`src/logic/displayPkg.sv`:
```
package displayPkg;

    //////////////////////////////////////////////////////////////////////
    // scan geometry
    //////////////////////////////////////////////////////////////////////

    // scan counter width
    localparam int coordWidth = 10;

    // one spare bit so origin plus offset plus size stays in range
    localparam int boundWidth = coordWidth + 1;

    // visible window, both ends inclusive
    localparam int hOrigin = 144;
    localparam int vOrigin = 35;
    localparam int hLast = 784;
    localparam int vLast = 515;

    // frame drawn inside the window edges
    localparam int borderThick = 8;

    // walls and scrolls per scene
    localparam int objCount = 8;

    //////////////////////////////////////////////////////////////////////
    // types
    //////////////////////////////////////////////////////////////////////

    typedef logic [3:0] colorT;
    typedef logic [coordWidth-1:0] coordT;
    typedef logic [boundWidth-1:0] boundT;

    localparam colorT borderColor = 4'd6;
    localparam colorT backColor = 4'd0;

    // current pixel from the scan counters
    typedef struct packed {
        coordT hCount;
        coordT vCount;
    } pixelPosT;

    // one rectangle on screen, positions relative to the window origin
    typedef struct packed {
        logic visible;
        coordT hStart;
        coordT vStart;
        coordT hOffset;
        coordT vOffset;
        coordT width;
        coordT height;
        colorT color;
    } spriteT;

    // result of one layer search
    typedef struct packed {
        logic hit;
        colorT color;
    } layerHitT;

    //////////////////////////////////////////////////////////////////////
    // rectangle test
    //////////////////////////////////////////////////////////////////////

    // inclusive on all four edges, visible bit is left to the caller
    function automatic logic spriteCovers(input spriteT s, input pixelPosT p);
        boundT left;
        boundT right;
        boundT top;
        boundT bottom;
        logic inH;
        logic inV;
        left = boundT'(s.hStart) + boundT'(hOrigin) + boundT'(s.hOffset);
        right = left + boundT'(s.width);
        top = boundT'(s.vStart) + boundT'(vOrigin) + boundT'(s.vOffset);
        bottom = top + boundT'(s.height);
        inH = (boundT'(p.hCount) >= left) && (boundT'(p.hCount) <= right);
        inV = (boundT'(p.vCount) >= top) && (boundT'(p.vCount) <= bottom);
        return inH && inV;
    endfunction

endpackage

```
`src/logic/pixelCompositor.sv`:
```
`timescale 1ns/1ps

module pixelCompositor
    import displayPkg::*;
(
    input logic clk,
    input logic rstN,
    input pixelPosT pixel,
    input layerHitT playerHit,
    input layerHitT wallHit,
    input layerHitT scrollHit,
    output colorT colorSel
);

    //////////////////////////////////////////////////////////////////////
    // window and border
    //////////////////////////////////////////////////////////////////////

    logic inWindow;
    logic hBorder;
    logic vBorder;
    logic onBorder;
    colorT nextColor;

    // inside the visible area, edges included
    assign inWindow = (pixel.hCount >= hOrigin) && (pixel.hCount <= hLast)
                   && (pixel.vCount >= vOrigin) && (pixel.vCount <= vLast);

    // borderThick columns at the left and right edge
    assign hBorder = (pixel.hCount < hOrigin + borderThick)
                  || (pixel.hCount > hLast - borderThick);

    // same for the top and bottom rows
    assign vBorder = (pixel.vCount < vOrigin + borderThick)
                  || (pixel.vCount > vLast - borderThick);

    // only meaningful inside the window
    assign onBorder = hBorder || vBorder;

    //////////////////////////////////////////////////////////////////////
    // layer priority
    //////////////////////////////////////////////////////////////////////

    always_comb
    begin
        if (!inWindow)
        begin
            // blanking
            nextColor = backColor;
        end
        else if (onBorder)
        begin
            nextColor = borderColor;
        end
        else if (playerHit.hit)
        begin
            nextColor = playerHit.color;
        end
        else if (wallHit.hit)
        begin
            nextColor = wallHit.color;
        end
        else if (scrollHit.hit)
        begin
            nextColor = scrollHit.color;
        end
        else
        begin
            // empty floor
            nextColor = backColor;
        end
    end

    //////////////////////////////////////////////////////////////////////
    // output register
    //////////////////////////////////////////////////////////////////////

    // one cycle from pixel to colour
    always_ff @(posedge clk or negedge rstN)
    begin
        if (!rstN)
        begin
            colorSel <= backColor;
        end
        else
        begin
            colorSel <= nextColor;
        end
    end

endmodule

```
`src/logic/sceneRenderer.sv`:
```
`timescale 1ns/1ps

module sceneRenderer
    import displayPkg::*;
(
    input logic clk,
    input logic rstN,
    input pixelPosT pixel,
    input spriteT player,
    input spriteT [objCount-1:0] walls,
    input spriteT [objCount-1:0] scrolls,
    output colorT colorSel
);

    //////////////////////////////////////////////////////////////////////
    // layer searches
    //////////////////////////////////////////////////////////////////////

    layerHitT playerHit;
    layerHitT wallHit;
    layerHitT scrollHit;

    // player list of one, always shown
    spriteT [0:0] playerList;

    always_comb
    begin
        playerList[0] = player;
        playerList[0].visible = 1'b1;
    end

    spriteLayer #(
        .count(1)
    ) playerLayer (
        .pixel(pixel),
        .objs(playerList),
        .hit(playerHit)
    );

    spriteLayer #(
        .count(objCount)
    ) wallLayer (
        .pixel(pixel),
        .objs(walls),
        .hit(wallHit)
    );

    spriteLayer #(
        .count(objCount)
    ) scrollLayer (
        .pixel(pixel),
        .objs(scrolls),
        .hit(scrollHit)
    );

    //////////////////////////////////////////////////////////////////////
    // final colour
    //////////////////////////////////////////////////////////////////////

    // registered here, the layers are combinational
    pixelCompositor compositor (
        .clk(clk),
        .rstN(rstN),
        .pixel(pixel),
        .playerHit(playerHit),
        .wallHit(wallHit),
        .scrollHit(scrollHit),
        .colorSel(colorSel)
    );

endmodule

```
`src/logic/spriteLayer.sv`:
```
`timescale 1ns/1ps

module spriteLayer
    import displayPkg::*;
#(
    parameter int count = 1
)
(
    input pixelPosT pixel,
    input spriteT [count-1:0] objs,
    output layerHitT hit
);

    //////////////////////////////////////////////////////////////////////
    // per object hit test
    //////////////////////////////////////////////////////////////////////

    // one bit per sprite, already gated by visibility
    logic [count-1:0] covers;

    genvar i;
    generate
        for (i = 0; i < count; i++)
        begin : gCover
            assign covers[i] = objs[i].visible && spriteCovers(objs[i], pixel);
        end
    endgenerate

    //////////////////////////////////////////////////////////////////////
    // first hit search
    //////////////////////////////////////////////////////////////////////

    // lowest index wins, later hits are ignored
    always_comb
    begin
        hit.hit = 1'b0;
        hit.color = backColor;
        for (int k = 0; k < count; k++)
        begin
            if (covers[k] && !hit.hit)
            begin
                hit.hit = 1'b1;
                hit.color = objs[k].color;
            end
        end
    end

endmodule

```
`config.mk`:
```
export PLATFORM = sky130hd
export DESIGN_NAME = sceneRenderer
export DESIGN_NICKNAME = d
export VERILOG_FILES = /design/src/logic/displayPkg.sv /design/src/logic/pixelCompositor.sv /design/src/logic/sceneRenderer.sv /design/src/logic/spriteLayer.sv
export SDC_FILE = /design/constraint.sdc
export NUM_CORES = 2
export LEC_CHECK = 0
export ABC_AREA = 1
export BUFFER_PORTS_ARGS = -buffer_cell sky130_fd_sc_hd__clkbuf_2
export CAP_MARGIN = 5
export CORE_AREA = 8 8 436 438
export CTS_CLUSTER_SIZE = 16
export DETAILED_ROUTE_END_ITERATION = 8
export DIE_AREA = 0 0 444 446
export PLACE_DENSITY = 0.46
export SYNTH_ARGS = -nofsm -noshare
export SYNTH_HDL_FRONTEND = slang
export SYNTH_SLANG_ARGS = --single-unit
```
`constraint.sdc`:
```
create_clock -name clk -period 0.8 [get_ports clk]
set_input_delay 0.16 -clock clk [delete_from_list [all_inputs] [get_ports clk]]
set_output_delay 0.16 -clock clk [all_outputs]
set_load 0.05 [all_outputs]
```
**Yosys cells after proc, flatten, opt, wreduce, memory -nomap -nowiden**

Cells that the tools add are included.

- RAM bits: 0
- Output and inout bits: 4
- Memories kept: 0
- ROM bits: 0
- Flip-flop bits (word level): 4
- Bits in latches: 0

- Multipliers: 0
- Multiplexer cells: 22
- Divide/modulo/power cells: 0
- $lt $le $gt $ge: 76
- Reductions and logical operators: 101
- Shifts and indexed selects: 0
- Equality and inequality tests: 0
- Bitwise gates (word level): 0
- $add $sub $neg: 102

Operators by type and width:

| kind | number |
|---|---|
| adder 11 x 10 -> 11 bit | 68 |
| >= comparator 10 x 11 -> 1 bit | 34 |
| less-or-equal comparator 10 x 11 -> 1 bit | 34 |
| adder 10 x 6 -> 11 bit, second input constant | 17 |
| adder 10 x 8 -> 11 bit, second input constant | 17 |
| 2-to-1 mux 5 bit | 17 |
| logical AND 1 bit | 84 |
| less-or-equal comparator 10 bit, second input constant | 2 |
| 2-to-1 mux 4 bit | 5 |
| zero test 1 bit | 14 |
| >= comparator 10 x 6 -> 1 bit, second input constant | 1 |
| >= comparator 10 x 8 -> 1 bit, second input constant | 1 |
| > comparator 10 bit, second input constant | 1 |
| > comparator 10 x 9 -> 1 bit, second input constant | 1 |
| < comparator 10 x 6 -> 1 bit, second input constant | 1 |
| < comparator 10 x 8 -> 1 bit, second input constant | 1 |
| logical OR 1 bit | 3 |

**Depth between registers and ports, before layout**

- Depth in word-level cells: 34
- Depth in mapped cells: 44

**By module**

Synthesis repeated with hierarchy kept, for this count alone.

- Cells, all modules: 7389
- Area total of the unflattened synthesis: 49942.9 sq um

Modules (own cells, without submodules):

| module | area an instance (sq um) | seq. area each (sq um) | instances | cells an instance |
|---|---|---|---|---|
| spriteLayer at scrollLayer | 23251.0 | 0.0 | 1 | 3446 |
| spriteLayer at wallLayer | 22955.8 | 0.0 | 1 | 3360 |
| spriteLayer at playerLayer | 3196.8 | 0.0 | 1 | 482 |
| pixelCompositor | 535.5 | 100.1 | 1 | 100 |
| sceneRenderer | 3.8 | 0.0 | 1 | 1 |

**Worst setup path after synthesis**

Ideal clock, no wire load.

- Path type: input to register
- Start: in scrolls[90] (netlist name)
- End: reg compositor.colorSel[1]
- Stages: 40
- Path slack: -3927 ps
- Setup time: 77 ps
- Data arrival time: 4649 ps
- Data required time: 723 ps
- Cell sequence: inv_1 > ha_1 > inv_1 > ha_1 > inv_1 > fa_1 > inv_1 > ha_1 > a21oi_1 > o31ai_1 > a21oi_1 > nor2_1 > nor2_1 > nor2_1 > a221oi_1 > o21ai_0 > a21oi_1 > xor2_1 > (+4 left out) > nand2_1 > a21oi_1 > nand2_1 > inv_1 > nand2_1 > nand3_2 > nor2_4 > nor2_8 > nand2_4 > nor2_4 > nand4_2 > nor2_2 > nor2_1 > nand2_1 > nand2_1 > nand2_1 > nand2_1 > a21oi_1

- Longest elaborated chain between the ends: 31

RTL lines:

| element | line | text |
|---|---|---|
| start, declared | sceneRenderer.sv:11 | `input spriteT [objCount-1:0] scrolls,` |
| adder 11 x 10 -> 11 bit (*) | displayPkg.sv:74 | `top = boundT'(s.vStart) + boundT'(vOrigin) + boundT'(s.vOffset);` |
| adder 11 x 10 -> 11 bit | displayPkg.sv:75 | `bottom = top + boundT'(s.height);` |
| less-or-equal comparator 10 x 11 -> 1 bit | displayPkg.sv:77 | `inV = (boundT'(p.vCount) >= top) && (boundT'(p.vCount) <= bottom);` |
| logical AND 1 bit (*) | displayPkg.sv:77 |  |
| logical AND 1 bit (*) | displayPkg.sv:78 | `return inH && inV;` |
| logical AND 1 bit (*) | spriteLayer.sv:25 | `assign covers[i] = objs[i].visible && spriteCovers(objs[i], pixel);` |
| logical AND 1 bit (*) | spriteLayer.sv:40 | `if (covers[k] && !hit.hit)` |
| 2-to-1 mux 5 bit (*) | spriteLayer.sv:40 |  |
| (+16 left out) | -- |  |
| logical AND 1 bit | spriteLayer.sv:40 |  |
| 2-to-1 mux 5 bit (*) | spriteLayer.sv:40 |  |
| 2-to-1 mux 4 bit (*) | pixelCompositor.sv:63 | `else if (scrollHit.hit)` |
| 2-to-1 mux 4 bit (*) | pixelCompositor.sv:59 | `else if (wallHit.hit)` |
| 2-to-1 mux 4 bit (*) | pixelCompositor.sv:55 | `else if (playerHit.hit)` |
| 2-to-1 mux 4 bit (*) | pixelCompositor.sv:51 | `else if (onBorder)` |
| 2-to-1 mux 4 bit (*) | pixelCompositor.sv:46 | `if (!inWindow)` |
| net compositor.nextColor[1] | pixelCompositor.sv:23 | `colorT nextColor;` |
| end signal, assigned | pixelCompositor.sv:83 | `colorSel <= backColor;` |
| end signal, assigned | pixelCompositor.sv:87 | `colorSel <= nextColor;` |
| end, declared | pixelCompositor.sv:12 | `output colorT colorSel` |

Mark *: on every way through the listed nets, which the timed path passes. The rest lies on a longest branch.

**Worst setup path after layout**

- Start: in scrolls[110] (netlist name)
- End: reg compositor.colorSel[1]

- Longest elaborated chain between the ends: 32

RTL lines:

| element | line |
|---|---|
| adder 10 x 6 -> 11 bit (*) | displayPkg.sv:74 |
| adder 11 x 10 -> 11 bit (*) | displayPkg.sv:74 |
| adder 11 x 10 -> 11 bit | displayPkg.sv:75 |
| less-or-equal comparator 10 x 11 -> 1 bit | displayPkg.sv:77 |
| logical AND 1 bit (*) | displayPkg.sv:77 |
| logical AND 1 bit (*) | displayPkg.sv:78 |
| logical AND 1 bit (*) | spriteLayer.sv:25 |
| logical AND 1 bit (*) | spriteLayer.sv:40 |
| (+17 left out) | -- |
| logical AND 1 bit | spriteLayer.sv:40 |
| 2-to-1 mux 5 bit (*) | spriteLayer.sv:40 |
| 2-to-1 mux 4 bit (*) | pixelCompositor.sv:63 |
| 2-to-1 mux 4 bit (*) | pixelCompositor.sv:59 |
| 2-to-1 mux 4 bit (*) | pixelCompositor.sv:55 |
| 2-to-1 mux 4 bit (*) | pixelCompositor.sv:51 |
| 2-to-1 mux 4 bit (*) | pixelCompositor.sv:46 |
| net compositor.nextColor[1] | pixelCompositor.sv:23 |

Marked as above.

==> tab_implementation.tex <==
\begin{tabular}{lr}
\hline
Metric & Value \\
\hline
\multicolumn{2}{l}{\textbf{Floorplan}} \\
Starting Density & 0.269 \\
Die W & 444 um \\
Placeable core region & 184000 sq um \\
Die height & 446 um \\
Die Outline Area & 198000 sq um \\
Placement row count & 158 \\
Ports placed on the boundary & 1131 \\
\multicolumn{2}{l}{\textbf{Synth}} \\
Yosys warning count & 0 \\
Seq/Total Area, Yosys & 0.00203 \\
Net count of the mapped netlist & 10200 \\
Synthesized cell area & 49300 sq um \\
Mean cell area of the mapped netlist & 6.72 sq um \\
Cell count after synthesis & 7339 \\
Synth Register Bits & 4 \\
Number of distinct library cells after synthesis & 52 \\
\multicolumn{2}{l}{\textbf{Hold path}} \\
Path type of the worst min-delay path & input port to flip-flop \\
\multicolumn{2}{l}{\textbf{Layout}} \\
Biggest regs & compositor.colorSel (4) \\
Largest Register & compositor.colorSel \\
Layout cells sized above 1 & 0.302 \\
Signed area change from the synthesized netlist to the final layout & 46.9\% \\
Most frequent cells in the layout & buf\_4 (1655), inv\_1 (1643), ha\_1 (1643) \\
Net count of the finished layout & 13000 \\
Final Util & 0.395 \\
Post-route design area & 72500 sq um \\
Number of filler instances in the final layout & 19700 \\
Number of flip-flops under the largest register name & 4 \\
Commonest non-fill, non-tap cell in the layout & buf\_4 \\
\multicolumn{2}{l}{\textbf{Setup path}} \\
Highest net fanout along the worst path & 5 \\
Endpoint required time on the critical path & 0.96 ns \\
Crit path max-delay cell type & fa\_2 \\
WS Path Type & input port to flip-flop \\
Critical path arrival & 5.34 ns \\
Nature of the critical path startpoint & input port \\
Category of the worst setup path capture point & flip-flop \\
Critical Path Most Common Cell & nand2\_1 \\
Crit path largest cell delay & 0.59 ns \\
\multicolumn{2}{l}{\textbf{Pwr}} \\
Total power & 130 mW \\
Proportion of power drawn by the clock network & 0.006 \\
NetSw & 66.4 mW \\
Worst IR drop on VDD & 690 uV \\
Power share of the combinational group & 0.992 \\
Power per cell area & 1790 nW/um\^{}2 \\
Internal power summed over all cells & 63.6 mW \\
Switching power share of the total & 0.511 \\
Fraction of power consumed by sequential logic & 0.002 \\
Leak pwr & 44.2 nW \\
\multicolumn{2}{l}{\textbf{Placed design}} \\
Post-Place Cell Area & 71100 sq um \\
I/O Buffers & 1129 \\
Final weighted congestion in routability-driven placement & 0.988 \\
HPWL after detailed placement & 226000 um \\
Pre-CTS setup slack & -5.44 ns \\
\multicolumn{2}{l}{\textbf{Timing}} \\
Number of setup violations in the final report & 8 \\
Relative slew margins & 0.608 \\
Period Utilization, post-route & 6.48 \\
Number of max-slew violations in the final report & 0 \\
Setup repair after global routing missed its margin & yes \\
Post-Route Setup TNS & -17.96 ns \\
Highest clock rate & 193 MHz \\
Final period demand of the worst path & 5.18 ns \\
Worst Tran Pin Value & 0.588 ns \\
Final hold violation count & 0 \\
Setup slack of the critical path after layout & -4.38 ns \\
\multicolumn{2}{l}{\textbf{GRT}} \\
Global-route wire length before repair & 353000 um \\
Overflow left after global routing & 0 \\
Initial antenna violation count & 98 \\
Total global-route track usage & 0.233 \\
Number of global-route vias before repair & 57600 \\
Pin count of the biggest net entering global routing & 21 \\
\multicolumn{2}{l}{\textbf{Clocking}} \\
CTS tree & yes \\
Clock Pin Slew Worst Setup and Hold Paths & 0.03 ns \\
CTS max path bufs & 2 \\
Sink Count & 4 \\
Level count of the clock H-tree & 1 \\
Clock root buffer & clkbuf\_16 \\
Clock buffers created by TritonCTS & 3 \\
\multicolumn{2}{l}{\textbf{Job}} \\
Max-capacitance violation count & 0 \\
\multicolumn{2}{l}{\textbf{Detailed routing}} \\
Per-cell via count in the routed design & 4.53 \\
Final ANT Viol Nets & 0 \\
Detailed Routing Iterations Pass 1 & 7 \\
Count of unresolved DRC violations after routing & 0 \\
Average routed wire per standard cell & 19.2 um \\
Total wirelength of the detailed-routed design & 243000 um \\
Detailed Route Iter0 Violations & 2432 \\
Total number of vias & 57200 \\
\multicolumn{2}{l}{\textbf{Status}} \\
Result of the run & finished, violations left \\
Violated checks & setup timing \\
\hline
\end{tabular}
-- critical path: cells and delay by family --
kind	cells	cell delay, ns
buffers and inverters	7	0.50
and+or+nand+nor	21	1.80
adders and majority gates	5	1.47
AOI/OAI and AO/OA	8	1.16
xor gates and xnor gates	1	0.20
-- cells by family (layout without fill, tap and decap cells) --
| kind of cell | after synthesis | count (layout) | synth area share |
|---|---|---|---|
| AND/OR/NAND/NOR | 2196 | 2196 | 0.187 |
| XOR/XNOR | 517 | 517 | 0.0918 |
| AO/OA/AOI/OAI | 1214 | 1214 | 0.141 |
| other | 0 | 57 | 0 |
| buffers and inverters | 1670 | 4497 | 0.127 |
| adder cells (fa/ha/maj) | 1738 | 1738 | 0.451 |
| flip-flops | 4 | 4 | 0.00203 |
-- power groups by stage --
| stage | Sequential [mW] | Clock [mW] | Combinational, mW |
|---|---|---|---|
| after floorplan | 0.340 | 0 | 71.2 |
| after global placement | 0.265 | 0 | 124 |
| after detailed placement | 0.264 | 0 | 126 |
| after CTS | 0.262 | 0.799 | 128 |
| after global routing | 0.265 | 0.812 | 146 |
| final | 0.262 | 0.800 | 129 |
-- final timing paths --
check,startpoint,to,slack [ns],cells past startpoint
min in group asynchronous,rstN,compositor.colorSel[2]$_DFF_PN0_,0.37,2
min,player[2],compositor.colorSel[2]$_DFF_PN0_,0.28,5
max,scrolls[110],compositor.colorSel[1]$_DFF_PN0_,-4.38,42
max in group asynchronous,rstN,compositor.colorSel[0]$_DFF_PN0_,0.28,2
-- cell type report --
cell class                 instances  area (sq um)  area share
tap                             2400          3000      0.0414
inverter                        1670          6290      0.0868
multi-input combinational       5665         43900       0.606
timing repair buffer            2824         18900       0.261
clock buffer                       3          75.1     0.00104
antenna                           57           143     0.00197
sequential                         4           100     0.00138
-- cells in the mapped netlist, drive strengths merged --
cell type / number / area (sq um)
xnor2: 109 / 955
nor4: 3 / 18.8
nand2: 1412 / 5320
a21boi: 2 / 15.0
o21a: 28 / 210
a221oi: 4 / 35.0
nor2: 322 / 1280
o2111ai: 4 / 35.0
a21o: 59 / 443
xor2: 408 / 3570
o41ai: 8 / 70.1
ha: 1670 / 20900
fa: 68 / 1360
a41o: 1 / 10.0
nand3b: 36 / 270
nor3: 53 / 285
and2: 1 / 6.26
a211o: 1 / 8.76
inv: 1670 / 6270
nand3: 255 / 1300
o21ai: 239 / 1220
o31ai: 26 / 200
nand4: 106 / 684
o22ai: 1 / 6.26
or3: 1 / 6.26
a31oi: 22 / 138
a211oi: 8 / 60.1
o211ai: 9 / 67.6
dfrtp: 4 / 100
o21bai: 133 / 998
a31o: 14 / 123
a21oi: 651 / 3270
a22oi: 3 / 22.5
or2: 7 / 43.8
a2111oi: 1 / 8.76
-- repair_timing --
item,4_1_cts,5_1_grt
resized for setup,68,144
hold endpoints to repair,4,0
pin swaps,45,128
setup buffers,10,20
setup endpoints to repair,8,8
hold buffers,1,0
-- routing by layer --
metal  routed length (um)  global-route usage
met1               102000               0.278
met2               123000               0.437
met3                 8170              0.0203
met4                 9600              0.0776
met5                   82                   0
-- metrics by stage --
stage | instances | hold WS, ns
after floorplan | 7339 | -0.136
after global placement | 12500 | -0.0109
after detailed placement | 12500 | -0.00880
after CTS | 12500 | 0.278
after global routing | 12600 | 0.308
final | 12600 | 0.281
No activity file was read; power rests on OpenSTA's default activity.
